$ cat src/source/sbus_params.svh
// sizes are fixed for two masters and three slaves; slave number 0 addresses no slave
`ifndef SBUS_PARAMS_SVH
`define SBUS_PARAMS_SVH

//////////////////////////////////////////////////
// interconnect sizing
//////////////////////////////////////////////////

// master 1 always wins over master 2
`define SBUS_NUM_MASTERS 2

// slaves are numbered 1 to SBUS_NUM_SLAVES
`define SBUS_NUM_SLAVES 3

// slave numbers are sent lsb first, one bit per cycle
`define SBUS_SLAVE_W 2

`endif

$ cat src/source/sbus_pkg.sv
// bus_owner_t must stay wide enough for none plus every master; field order is the bus wire order
`include "sbus_params.svh"

package sbus_pkg;

    //////////////////////////////////////////////////
    // master and slave bundles
    //////////////////////////////////////////////////

    typedef logic [`SBUS_SLAVE_W-1:0] slave_num_t;

    typedef struct packed {
        logic request;    // held until grant is seen
        logic slave_sel;  // serial slave number, lsb first
        logic wr_data;
        logic wr_valid;
    } master_in_t;

    typedef struct packed {
        logic grant;
        logic rd_data;
        logic rd_valid;
    } master_out_t;

    typedef struct packed {
        logic select;
        logic wr_data;
        logic wr_valid;
    } slave_in_t;

    typedef struct packed {
        logic rd_data;
        logic rd_valid;
        logic done;       // one cycle pulse ends the transfer
        logic split;      // level, only one slave at a time
    } slave_out_t;

    typedef enum logic [$clog2(`SBUS_NUM_MASTERS+1)-1:0] {
        OWNER_NONE = 0,
        OWNER_M1   = 1,
        OWNER_M2   = 2
    } bus_owner_t;

    typedef enum logic [2:0] {
        ARB_IDLE,
        ARB_M1_REQ,
        ARB_M2_REQ,
        ARB_BUSY,
        ARB_SPLIT_IDLE,
        ARB_SPLIT_M1_GRANT,
        ARB_SPLIT_M2_GRANT,
        ARB_SPLIT_BUSY
    } arb_state_t;

endpackage

$ cat src/source/sbus_addr_collect.sv
// both masters are sampled together; a collection only starts with arbiter and bus idle
`timescale 1ns/10ps
`include "sbus_params.svh"

module sbus_addr_collect
    import sbus_pkg::*;
(
    input  logic                     sys_clk,
    input  logic                     sys_rst,
    input  master_in_t               m1_in,
    input  master_in_t               m2_in,
    input  logic                     arbiter_busy,
    input  logic                     bus_busy,
    output logic [`SBUS_SLAVE_W-1:0] rx_m1_slave,
    output logic [`SBUS_SLAVE_W-1:0] rx_m2_slave,
    output logic                     sel_done
);

    // 0 is idle, 1 to W-1 are the later bits, W is done
    logic [$clog2(`SBUS_SLAVE_W+1)-1:0] bit_cnt;
    logic                               start;
    logic                               shift_en;

    assign start = (m1_in.request | m2_in.request) & ~arbiter_busy & ~bus_busy;

    assign shift_en = (bit_cnt == 0) ? start : (bit_cnt != `SBUS_SLAVE_W);

    //////////////////////////////////////////////////
    // bit counter and done pulse
    //////////////////////////////////////////////////

    always_ff @(posedge sys_clk or posedge sys_rst)
    begin
        if (sys_rst)
        begin
            bit_cnt  <= '0;
            sel_done <= 1'b0;
        end
        else
        begin
            sel_done <= 1'b0;
            if (bit_cnt == `SBUS_SLAVE_W)
            begin
                bit_cnt  <= '0;
                sel_done <= 1'b1;  // seen by the arbiter one edge later
            end
            else if (shift_en)
            begin
                bit_cnt <= bit_cnt + 1'b1;
            end
        end
    end

    // lsb arrives first, so shift in from the top
    always_ff @(posedge sys_clk)
    begin
        if (shift_en)
        begin
            rx_m1_slave <= {m1_in.slave_sel, rx_m1_slave[`SBUS_SLAVE_W-1:1]};
            rx_m2_slave <= {m2_in.slave_sel, rx_m2_slave[`SBUS_SLAVE_W-1:1]};
        end
    end

endmodule

$ cat src/source/sbus_arbiter.sv
// master 1 has fixed priority; one split is parked at a time and a stuck slave hangs the bus
`timescale 1ns/10ps
`include "sbus_params.svh"

module sbus_arbiter
    import sbus_pkg::*;
(
    input  logic                     sys_clk,
    input  logic                     sys_rst,
    input  logic                     m1_request,
    input  logic                     m2_request,
    input  logic [`SBUS_SLAVE_W-1:0] rx_m1_slave,
    input  logic [`SBUS_SLAVE_W-1:0] rx_m2_slave,
    input  logic                     sel_done,
    input  logic                     trans_done,
    input  logic                     split_active,
    output logic                     m1_grant,
    output logic                     m2_grant,
    output logic                     arbiter_busy,
    output logic                     bus_busy,
    output bus_owner_t               bus_grant,
    output logic [`SBUS_SLAVE_W-1:0] slave_sel
);

    arb_state_t               state;
    bus_owner_t               saved_owner;  // owner parked by a split
    logic [`SBUS_SLAVE_W-1:0] saved_slave;

    //////////////////////////////////////////////////
    // grant state machine
    //////////////////////////////////////////////////

    always_ff @(posedge sys_clk or posedge sys_rst)
    begin
        if (sys_rst)
        begin
            state        <= ARB_IDLE;
            m1_grant     <= 1'b0;
            m2_grant     <= 1'b0;
            arbiter_busy <= 1'b0;
            bus_busy     <= 1'b0;
            bus_grant    <= OWNER_NONE;
            slave_sel    <= '0;
            saved_owner  <= OWNER_NONE;
            saved_slave  <= '0;
        end
        else
        begin
            case (state)
                ARB_IDLE:
                begin
                    if (m1_request)
                    begin
                        state        <= ARB_M1_REQ;  // priority
                        arbiter_busy <= 1'b1;
                    end
                    else if (m2_request)
                    begin
                        state        <= ARB_M2_REQ;
                        arbiter_busy <= 1'b1;
                    end
                    else
                    begin
                        arbiter_busy <= 1'b0;
                        bus_busy     <= 1'b0;
                    end
                end

                ARB_M1_REQ:
                begin
                    if (sel_done)
                    begin
                        state        <= ARB_BUSY;
                        bus_grant    <= OWNER_M1;
                        m1_grant     <= 1'b1;
                        m2_grant     <= 1'b0;
                        slave_sel    <= rx_m1_slave;
                        arbiter_busy <= 1'b0;
                        bus_busy     <= 1'b1;
                    end
                end

                ARB_M2_REQ:
                begin
                    if (sel_done)
                    begin
                        state        <= ARB_BUSY;
                        bus_grant    <= OWNER_M2;
                        m1_grant     <= 1'b0;
                        m2_grant     <= 1'b1;
                        slave_sel    <= rx_m2_slave;
                        arbiter_busy <= 1'b0;
                        bus_busy     <= 1'b1;
                    end
                end

                ARB_BUSY:
                begin
                    if (trans_done)
                    begin
                        state     <= ARB_IDLE;
                        m1_grant  <= 1'b0;
                        m2_grant  <= 1'b0;
                        bus_grant <= OWNER_NONE;
                        slave_sel <= '0;
                        bus_busy  <= 1'b0;
                    end
                    else if (split_active)
                    begin
                        state       <= ARB_SPLIT_IDLE;
                        saved_owner <= bus_grant;  // park the owner
                        saved_slave <= slave_sel;
                        m1_grant    <= 1'b0;
                        m2_grant    <= 1'b0;
                        bus_grant   <= OWNER_NONE;
                        slave_sel   <= '0;
                        bus_busy    <= 1'b0;
                    end
                end

                // split cleared wins over new requests, so a refused master cannot starve the restore
                ARB_SPLIT_IDLE:
                begin
                    if (!split_active)
                    begin
                        state     <= ARB_BUSY;
                        bus_grant <= saved_owner;
                        m1_grant  <= (saved_owner == OWNER_M1);
                        m2_grant  <= (saved_owner == OWNER_M2);
                        slave_sel <= saved_slave;
                        bus_busy  <= 1'b1;
                    end
                    else if (m1_request && saved_owner != OWNER_M1)
                    begin
                        state        <= ARB_SPLIT_M1_GRANT;
                        arbiter_busy <= 1'b1;
                    end
                    else if (m2_request && saved_owner != OWNER_M2)
                    begin
                        state        <= ARB_SPLIT_M2_GRANT;
                        arbiter_busy <= 1'b1;
                    end
                    else
                    begin
                        arbiter_busy <= 1'b0;
                    end
                end

                ARB_SPLIT_M1_GRANT:
                begin
                    if (sel_done)
                    begin
                        arbiter_busy <= 1'b0;
                        if (rx_m1_slave != saved_slave)
                        begin
                            state     <= ARB_SPLIT_BUSY;
                            bus_grant <= OWNER_M1;
                            m1_grant  <= 1'b1;
                            m2_grant  <= 1'b0;
                            slave_sel <= rx_m1_slave;
                            bus_busy  <= 1'b1;
                        end
                        else
                        begin
                            state <= ARB_SPLIT_IDLE;  // parked slave refused
                        end
                    end
                end

                ARB_SPLIT_M2_GRANT:
                begin
                    if (sel_done)
                    begin
                        arbiter_busy <= 1'b0;
                        if (rx_m2_slave != saved_slave)
                        begin
                            state     <= ARB_SPLIT_BUSY;
                            bus_grant <= OWNER_M2;
                            m1_grant  <= 1'b0;
                            m2_grant  <= 1'b1;
                            slave_sel <= rx_m2_slave;
                            bus_busy  <= 1'b1;
                        end
                        else
                        begin
                            state <= ARB_SPLIT_IDLE;
                        end
                    end
                end

                ARB_SPLIT_BUSY:
                begin
                    if (trans_done)
                    begin
                        state     <= ARB_BUSY;  // back to the parked transfer
                        bus_grant <= saved_owner;
                        m1_grant  <= (saved_owner == OWNER_M1);
                        m2_grant  <= (saved_owner == OWNER_M2);
                        slave_sel <= saved_slave;
                    end
                end

                default:
                begin
                    state        <= ARB_IDLE;
                    m1_grant     <= 1'b0;
                    m2_grant     <= 1'b0;
                    arbiter_busy <= 1'b0;
                    bus_busy     <= 1'b0;
                    bus_grant    <= OWNER_NONE;
                    slave_sel    <= '0;
                end
            endcase
        end
    end

endmodule

$ cat src/source/sbus_route.sv
// purely combinational; slave number 0 or no owner selects nothing and returns no done
`timescale 1ns/10ps
`include "sbus_params.svh"

module sbus_route
    import sbus_pkg::*;
(
    input  bus_owner_t  bus_grant,
    input  slave_num_t  slave_sel,
    input  master_in_t  m1_in,
    input  master_in_t  m2_in,
    input  slave_out_t  s1_out,
    input  slave_out_t  s2_out,
    input  slave_out_t  s3_out,
    input  logic        m1_grant,
    input  logic        m2_grant,
    output slave_in_t   s1_in,
    output slave_in_t   s2_in,
    output slave_in_t   s3_in,
    output master_out_t m1_out,
    output master_out_t m2_out,
    output logic        trans_done,
    output logic        split_active
);

    logic [`SBUS_NUM_SLAVES-1:0] slave_onehot;
    master_in_t                  owner_in;
    slave_out_t                  slave_out [`SBUS_NUM_SLAVES];
    slave_in_t                   slave_in  [`SBUS_NUM_SLAVES];
    slave_out_t                  sel_out;

    assign slave_out[0] = s1_out;
    assign slave_out[1] = s2_out;
    assign slave_out[2] = s3_out;

    assign owner_in = (bus_grant == OWNER_M1) ? m1_in :
                      (bus_grant == OWNER_M2) ? m2_in : '0;

    //////////////////////////////////////////////////
    // slave select and return mux
    //////////////////////////////////////////////////

    always_comb
    begin
        sel_out      = '0;
        split_active = 1'b0;
        for (int i = 0; i < `SBUS_NUM_SLAVES; i++)
        begin
            slave_onehot[i]      = (bus_grant != OWNER_NONE) && (slave_sel == slave_num_t'(i + 1));
            slave_in[i].select   = slave_onehot[i];
            slave_in[i].wr_data  = owner_in.wr_data & slave_onehot[i];
            slave_in[i].wr_valid = owner_in.wr_valid & slave_onehot[i];
            sel_out              = sel_out | (slave_onehot[i] ? slave_out[i] : '0);
            split_active         = split_active | slave_out[i].split;  // any slave, selected or not
        end
    end

    assign s1_in = slave_in[0];
    assign s2_in = slave_in[1];
    assign s3_in = slave_in[2];

    assign trans_done = sel_out.done;

    // read bits only reach the owner
    assign m1_out.grant    = m1_grant;
    assign m1_out.rd_data  = sel_out.rd_data & (bus_grant == OWNER_M1);
    assign m1_out.rd_valid = sel_out.rd_valid & (bus_grant == OWNER_M1);
    assign m2_out.grant    = m2_grant;
    assign m2_out.rd_data  = sel_out.rd_data & (bus_grant == OWNER_M2);
    assign m2_out.rd_valid = sel_out.rd_valid & (bus_grant == OWNER_M2);

endmodule

$ cat src/source/sbus_interconnect.sv
// masters must never send slave number 0, since that transfer waits forever for done
`timescale 1ns/10ps
`include "sbus_params.svh"

module sbus_interconnect
    import sbus_pkg::*;
(
    input  logic        sys_clk,
    input  logic        sys_rst,
    input  master_in_t  m1_in,
    input  master_in_t  m2_in,
    input  slave_out_t  s1_out,
    input  slave_out_t  s2_out,
    input  slave_out_t  s3_out,
    output master_out_t m1_out,
    output master_out_t m2_out,
    output slave_in_t   s1_in,
    output slave_in_t   s2_in,
    output slave_in_t   s3_in,
    output logic        arbiter_busy,
    output logic        bus_busy,
    output bus_owner_t  bus_grant,
    output slave_num_t  slave_sel
);

    slave_num_t rx_m1_slave;
    slave_num_t rx_m2_slave;
    logic       sel_done;
    logic       m1_grant;
    logic       m2_grant;
    logic       trans_done;
    logic       split_active;

    //////////////////////////////////////////////////
    // collect, arbitrate, route
    //////////////////////////////////////////////////

    sbus_addr_collect u_addr_collect (
        .sys_clk      (sys_clk),
        .sys_rst      (sys_rst),
        .m1_in        (m1_in),
        .m2_in        (m2_in),
        .arbiter_busy (arbiter_busy),
        .bus_busy     (bus_busy),
        .rx_m1_slave  (rx_m1_slave),
        .rx_m2_slave  (rx_m2_slave),
        .sel_done     (sel_done)
    );

    sbus_arbiter u_arbiter (
        .sys_clk      (sys_clk),
        .sys_rst      (sys_rst),
        .m1_request   (m1_in.request),
        .m2_request   (m2_in.request),
        .rx_m1_slave  (rx_m1_slave),
        .rx_m2_slave  (rx_m2_slave),
        .sel_done     (sel_done),
        .trans_done   (trans_done),
        .split_active (split_active),
        .m1_grant     (m1_grant),
        .m2_grant     (m2_grant),
        .arbiter_busy (arbiter_busy),
        .bus_busy     (bus_busy),
        .bus_grant    (bus_grant),
        .slave_sel    (slave_sel)
    );

    sbus_route u_route (
        .bus_grant    (bus_grant),
        .slave_sel    (slave_sel),
        .m1_in        (m1_in),
        .m2_in        (m2_in),
        .s1_out       (s1_out),
        .s2_out       (s2_out),
        .s3_out       (s3_out),
        .m1_grant     (m1_grant),
        .m2_grant     (m2_grant),
        .s1_in        (s1_in),
        .s2_in        (s2_in),
        .s3_in        (s3_in),
        .m1_out       (m1_out),
        .m2_out       (m2_out),
        .trans_done   (trans_done),
        .split_active (split_active)
    );

endmodule

$ cat config.mk
export PLATFORM = sky130hd
export DESIGN_NAME = sbus_interconnect
export DESIGN_NICKNAME = d
export VERILOG_FILES = /design/src/source/sbus_pkg.sv /design/src/source/sbus_addr_collect.sv /design/src/source/sbus_arbiter.sv /design/src/source/sbus_route.sv /design/src/source/sbus_interconnect.sv
export VERILOG_INCLUDE_DIRS = /design/src /design/src/source
export SDC_FILE = /design/constraint.sdc
export NUM_CORES = 1
export LEC_CHECK = 0
export BUFFER_PORTS_ARGS = -buffer_cell sky130_fd_sc_hd__buf_2
export CAP_MARGIN = 10
export CORE_UTILIZATION = 40
export CTS_CLUSTER_SIZE = 24
export DETAILED_ROUTE_END_ITERATION = 8
export GPL_TIMING_DRIVEN = 0
export PLACE_DENSITY_LB_ADDON = 0.3
export SYNTH_ARGS = -nofsm -noshare
export SYNTH_HDL_FRONTEND = slang
export SYNTH_SLANG_ARGS = --single-unit
$ cat constraint.sdc
create_clock -name sys_clk -period 2 [get_ports sys_clk]
set_clock_uncertainty 0.15 [all_clocks]
set_input_delay 0.2 -clock sys_clk [delete_from_list [all_inputs] [get_ports sys_clk]]
set_output_delay 0.2 -clock sys_clk [all_outputs]
set_load 0.05 [all_outputs]
==> results.sh <==
export IMPL_cp_start_kind="register"
export IMPL_synth_top_area_frac=0.279
export IMPL_yosysWarnings=0
export IMPL_critPathKind="reg -> out"
export IMPL_fin_crit_ns=2.02
export IMPL_cts_sinks=22
export IMPL_register_area_sq_um=581
export IMPL_core_area_sq_um=3770
export IMPL_routed_wl_um=4600
export IMPL_drive_gt1_frac=0.533
export IMPL_synth_adder_area_share=0
export IMPL_syn_num_nets=205
export IMPL_path_clk_slew_ns=0.09
export IMPL_violations="setup timing"
export IMPL_ant_nets=0
export IMPL_max_stage_delay_ns=0.42
export IMPL_worst_path_max_delay_cell="dfrtp_2"
export IMPL_path_max_fanout=7
export IMPL_rows=22
export IMPL_multi_input_area_sq_um=1120
export IMPL_ios=43
export IMPL_synth_edff_count=4
export IMPL_cts_root_buf="clkbuf_8"
export IMPL_arrival_ns=1.67
export IMPL_avgRoutedWirePerCell_um=15.8
export IMPL_maxCapViolations=0
export IMPL_synth_top_family_by_area="simple AND/OR/NAND/NOR gates"
export IMPL_place_gp_congestion=0.937
export IMPL_first_pass_iters=5
export IMPL_ctsHtreeMaxLevel=1
export IMPL_rsz0062_at_grt="true"
export IMPL_cts_tree="yes"
export IMPL_fin_ws_ns=-0.0195
export IMPL_p_total_mw=4.62
export IMPL_synth_cells=183
export IMPL_synth_simple_area_share=0.233
export IMPL_critical_path_top_delay_family="flip-flops"
export IMPL_grt_overflow=0
export IMPL_die_x_um=65.5
export IMPL_crit_start="u_arbiter.slave_sel[0]$_DFFE_PP0P_"
export IMPL_r2r_start="u_arbiter.slave_sel[1]$_DFFE_PP0P_"
export IMPL_netlist_top_cell_by_area="dfrtp_1"
export IMPL_portBuffers=42
export IMPL_dp_hpwl_um=3100
export IMPL_yosys_most_used_dff="dfrtp_1"
export IMPL_fin_nets=267
export IMPL_leakage_nw=1.02
export IMPL_synth_area_sq_um=1610
export IMPL_hp_class="in -> reg"
export IMPL_vias=1649
export IMPL_clk_latency_ns=0.27
export IMPL_ys_seq_area_frac=0.354
export IMPL_worstPathCellList="buf_8, mux2_2, a22o_1, o21ai_2, nor2_2, buf_6"
export IMPL_die_h_um=65.5
export IMPL_synth_xor_area_frac=0.0217
export IMPL_cts_buffer_depth=2
export IMPL_hold_ws_ns=0.182
export IMPL_fillerInstances=311
export IMPL_grt_pass1_vias=1459
export IMPL_routed_via_density=5.65
export IMPL_grt_use_total=0.209
export IMPL_cts_buffers_inserted=3
export IMPL_setup_viol=6
export IMPL_grt_max_degree=19
export IMPL_die_area_sq_um=4290
export IMPL_drc=0
export IMPL_area_delta_synth_final_pct=44.3
export IMPL_synth_compound_area_frac=0.220
export IMPL_outcome="complete, but fails checks"
export IMPL_async_reset_ff_frac=0.818
export IMPL_path_buf_inv=2
export IMPL_relSlewSlack=0.523
export IMPL_hold_viol=0
export IMPL_grt_pass1_wl_um=6920
export IMPL_cp_end_kind="output pin"
export IMPL_syn_mean_instance_area_sq_um=8.81
export IMPL_hold_start="m2_in[3]"
export IMPL_netlist_cell_type_count=48
export IMPL_power_density_nw_per_um2=1990
export IMPL_start_util=0.428
export IMPL_antenna_found_initial=0
export IMPL_antenna_cells=0
export IMPL_critPathRequiredTime_ns=1.65
export IMPL_slew_violations=0
export IMPL_tightest_slew_ns=0.715
export IMPL_ys_ff_latch=22
export IMPL_ir_drop_uv=1100
export IMPL_synthMuxAreaShare=0.107
export IMPL_fmax_mhz=495
export IMPL_fin_crit_sh=1.01
export IMPL_synth_area_leaders="dfrtp_1 28%, edfxtp_1 7.4%, mux2_2 6.3%"
export IMPL_drt_initial_drc_count=119
==> synthesized netlist by cell type, types with 2 or more instances <==
cell / count
a21oi_1: 12
a222oi_1: 2
a22o_1: 2
a22oi_1: 3
a31oi_1: 4
buf_2: 3
buf_4: 5
clkbuf_1: 7
dfrtp_1: 18
edfxtp_1: 4
inv_1: 6
mux2_2: 9
mux2_4: 2
mux2i_1: 3
nand2_1: 18
nand2b_1: 5
nand3_1: 4
nor2_1: 19
nor2b_1: 6
nor3_1: 8
nor3_2: 3
o211ai_1: 2
o21ai_0: 7
o22a_1: 2
o31a_1: 2
or2_2: 2
or4_1: 2
xnor2_1: 2
xor2_1: 2
==> final timing paths <==
path,slack (ns),cells after the start,endpoint
max,-0.02,6,m1_out[0]
max reg2reg,-0.01,6,u_arbiter.bus_grant[1]$_DFFE_PP0P_
min,0.18,3,u_addr_collect.bit_cnt[0]$_DFFE_PP0P_
max in group asynchronous,0.76,3,u_arbiter.bus_grant[0]$_DFFE_PP0P_
min in group asynchronous,0.43,3,u_addr_collect.bit_cnt[0]$_DFFE_PP0P_
min reg2reg,0.30,1,u_addr_collect.bit_cnt[1]$_DFFE_PP0P_
==> metal layers <==
metal | GRT usage | routed length, um | vias to the layer above
met4 | 0.0163 | 49 | 0
li1 | - | - | 787
met5 | 0 | 0 | -
met2 | 0.357 | 2290 | 62
met1 | 0.280 | 1960 | 794
met3 | 0.0434 | 303 | 6
==> report_power, final <==
group / switching, mW / total (mW) / leakage [nW] / internal (mW)
Combinational: 1.92 / 3.38 / 0.751 / 1.46
Clock: 0.152 / 0.289 / 0.0231 / 0.137
Sequential: 0.249 / 0.952 / 0.248 / 0.703
==> area by class of cell <==
| class | count | area share |
|---|---|---|
| Clock buffer | 3 | 0.0177 |
| Buffer | 13 | 0.0441 |
| Multi-Input combinational cell | 139 | 0.483 |
| Tap cell | 48 | 0.0258 |
| Sequential cell | 22 | 0.249 |
| Timing Repair Buffer | 59 | 0.166 |
| Inverter | 7 | 0.0118 |
| Clock inverter | 1 | 0.00161 |
==> flip-flops by register name, indices dropped and copies added (netlist names) <==
register and count:
u_arbiter.arbiter_busy 1, u_arbiter.saved_slave 2, u_addr_collect.rx_m1_slave 2, u_arbiter.m2_grant 1, u_arbiter.slave_sel 2, u_arbiter.bus_grant 2
u_addr_collect.bit_cnt 2, u_arbiter.state 3, u_addr_collect.rx_m2_slave 2, u_arbiter.m1_grant 1, u_addr_collect.sel_done 1, u_arbiter.saved_owner 2
u_arbiter.bus_busy 1
==> worst min-delay path, cell delays in order <==
cell	delay (ns)
buf_2	0.11
nor2_1	0.09
nor2_1	0.15
==> layout by cell type, fill, tap and decap left out, drive strengths merged, types with 2 or more instances in the layout <==
cell	netlist	layout
a21oi	12	12
edfxtp	4	4
xnor2	2	2
nor2b	6	6
xor2	2	2
or2	2	2
o22ai	2	2
nand2	18	18
nor3	11	11
clkinv	1	2
nand3	4	4
or3	2	2
dfrtp	18	18
dlygate4sd3	0	3
nand2b	5	5
nor2	20	20
o22a	2	2
o211ai	2	2
or4	2	2
a31oi	4	4
o31a	2	2
a222oi	2	2
a22oi	3	3
clkbuf	7	7
buf	8	65
mux2i	3	3
a22o	2	2
o21ai	8	8
inv	6	6
mux2	12	12
==> kinds of logic (layout without fill, tap and decap cells) <==
logic type             Yosys count  in the layout
buffers and inverters           22             83
XOR/XNOR                         4              4
AO/OA/AOI/OAI                   47             47
flip-flops                      22             22
multiplexers                    15             15
AND/OR/NAND/NOR                 73             73
==> through the flow <==
step / setup WS, ns / cell area, sq um / utilization / instances / setup TNS, ns
after floorplan: -0.102 / 1690 / - / 183 / -0.851
after global placement: -0.148 / 1960 / 0.520 / 273 / -0.678
after detailed placement: -0.150 / 1960 / 0.520 / 273 / -0.839
after CTS: -0.0106 / 2210 / 0.587 / 285 / -0.0383
after global routing: -0.0670 / 2330 / 0.617 / 292 / -0.599
final: -0.0195 / 2330 / 0.617 / 292 / -0.0680
==> what timing repair did <==
action                                 CTS  global route
gates resized for setup                 35            24
endpoints found under the hold margin   20             0
setup endpoints to repair               21            24
buffers inserted                         6             8
pin swaps                                8             7
hold buffers                             3             0
Power figures use the tool's default switching activity.
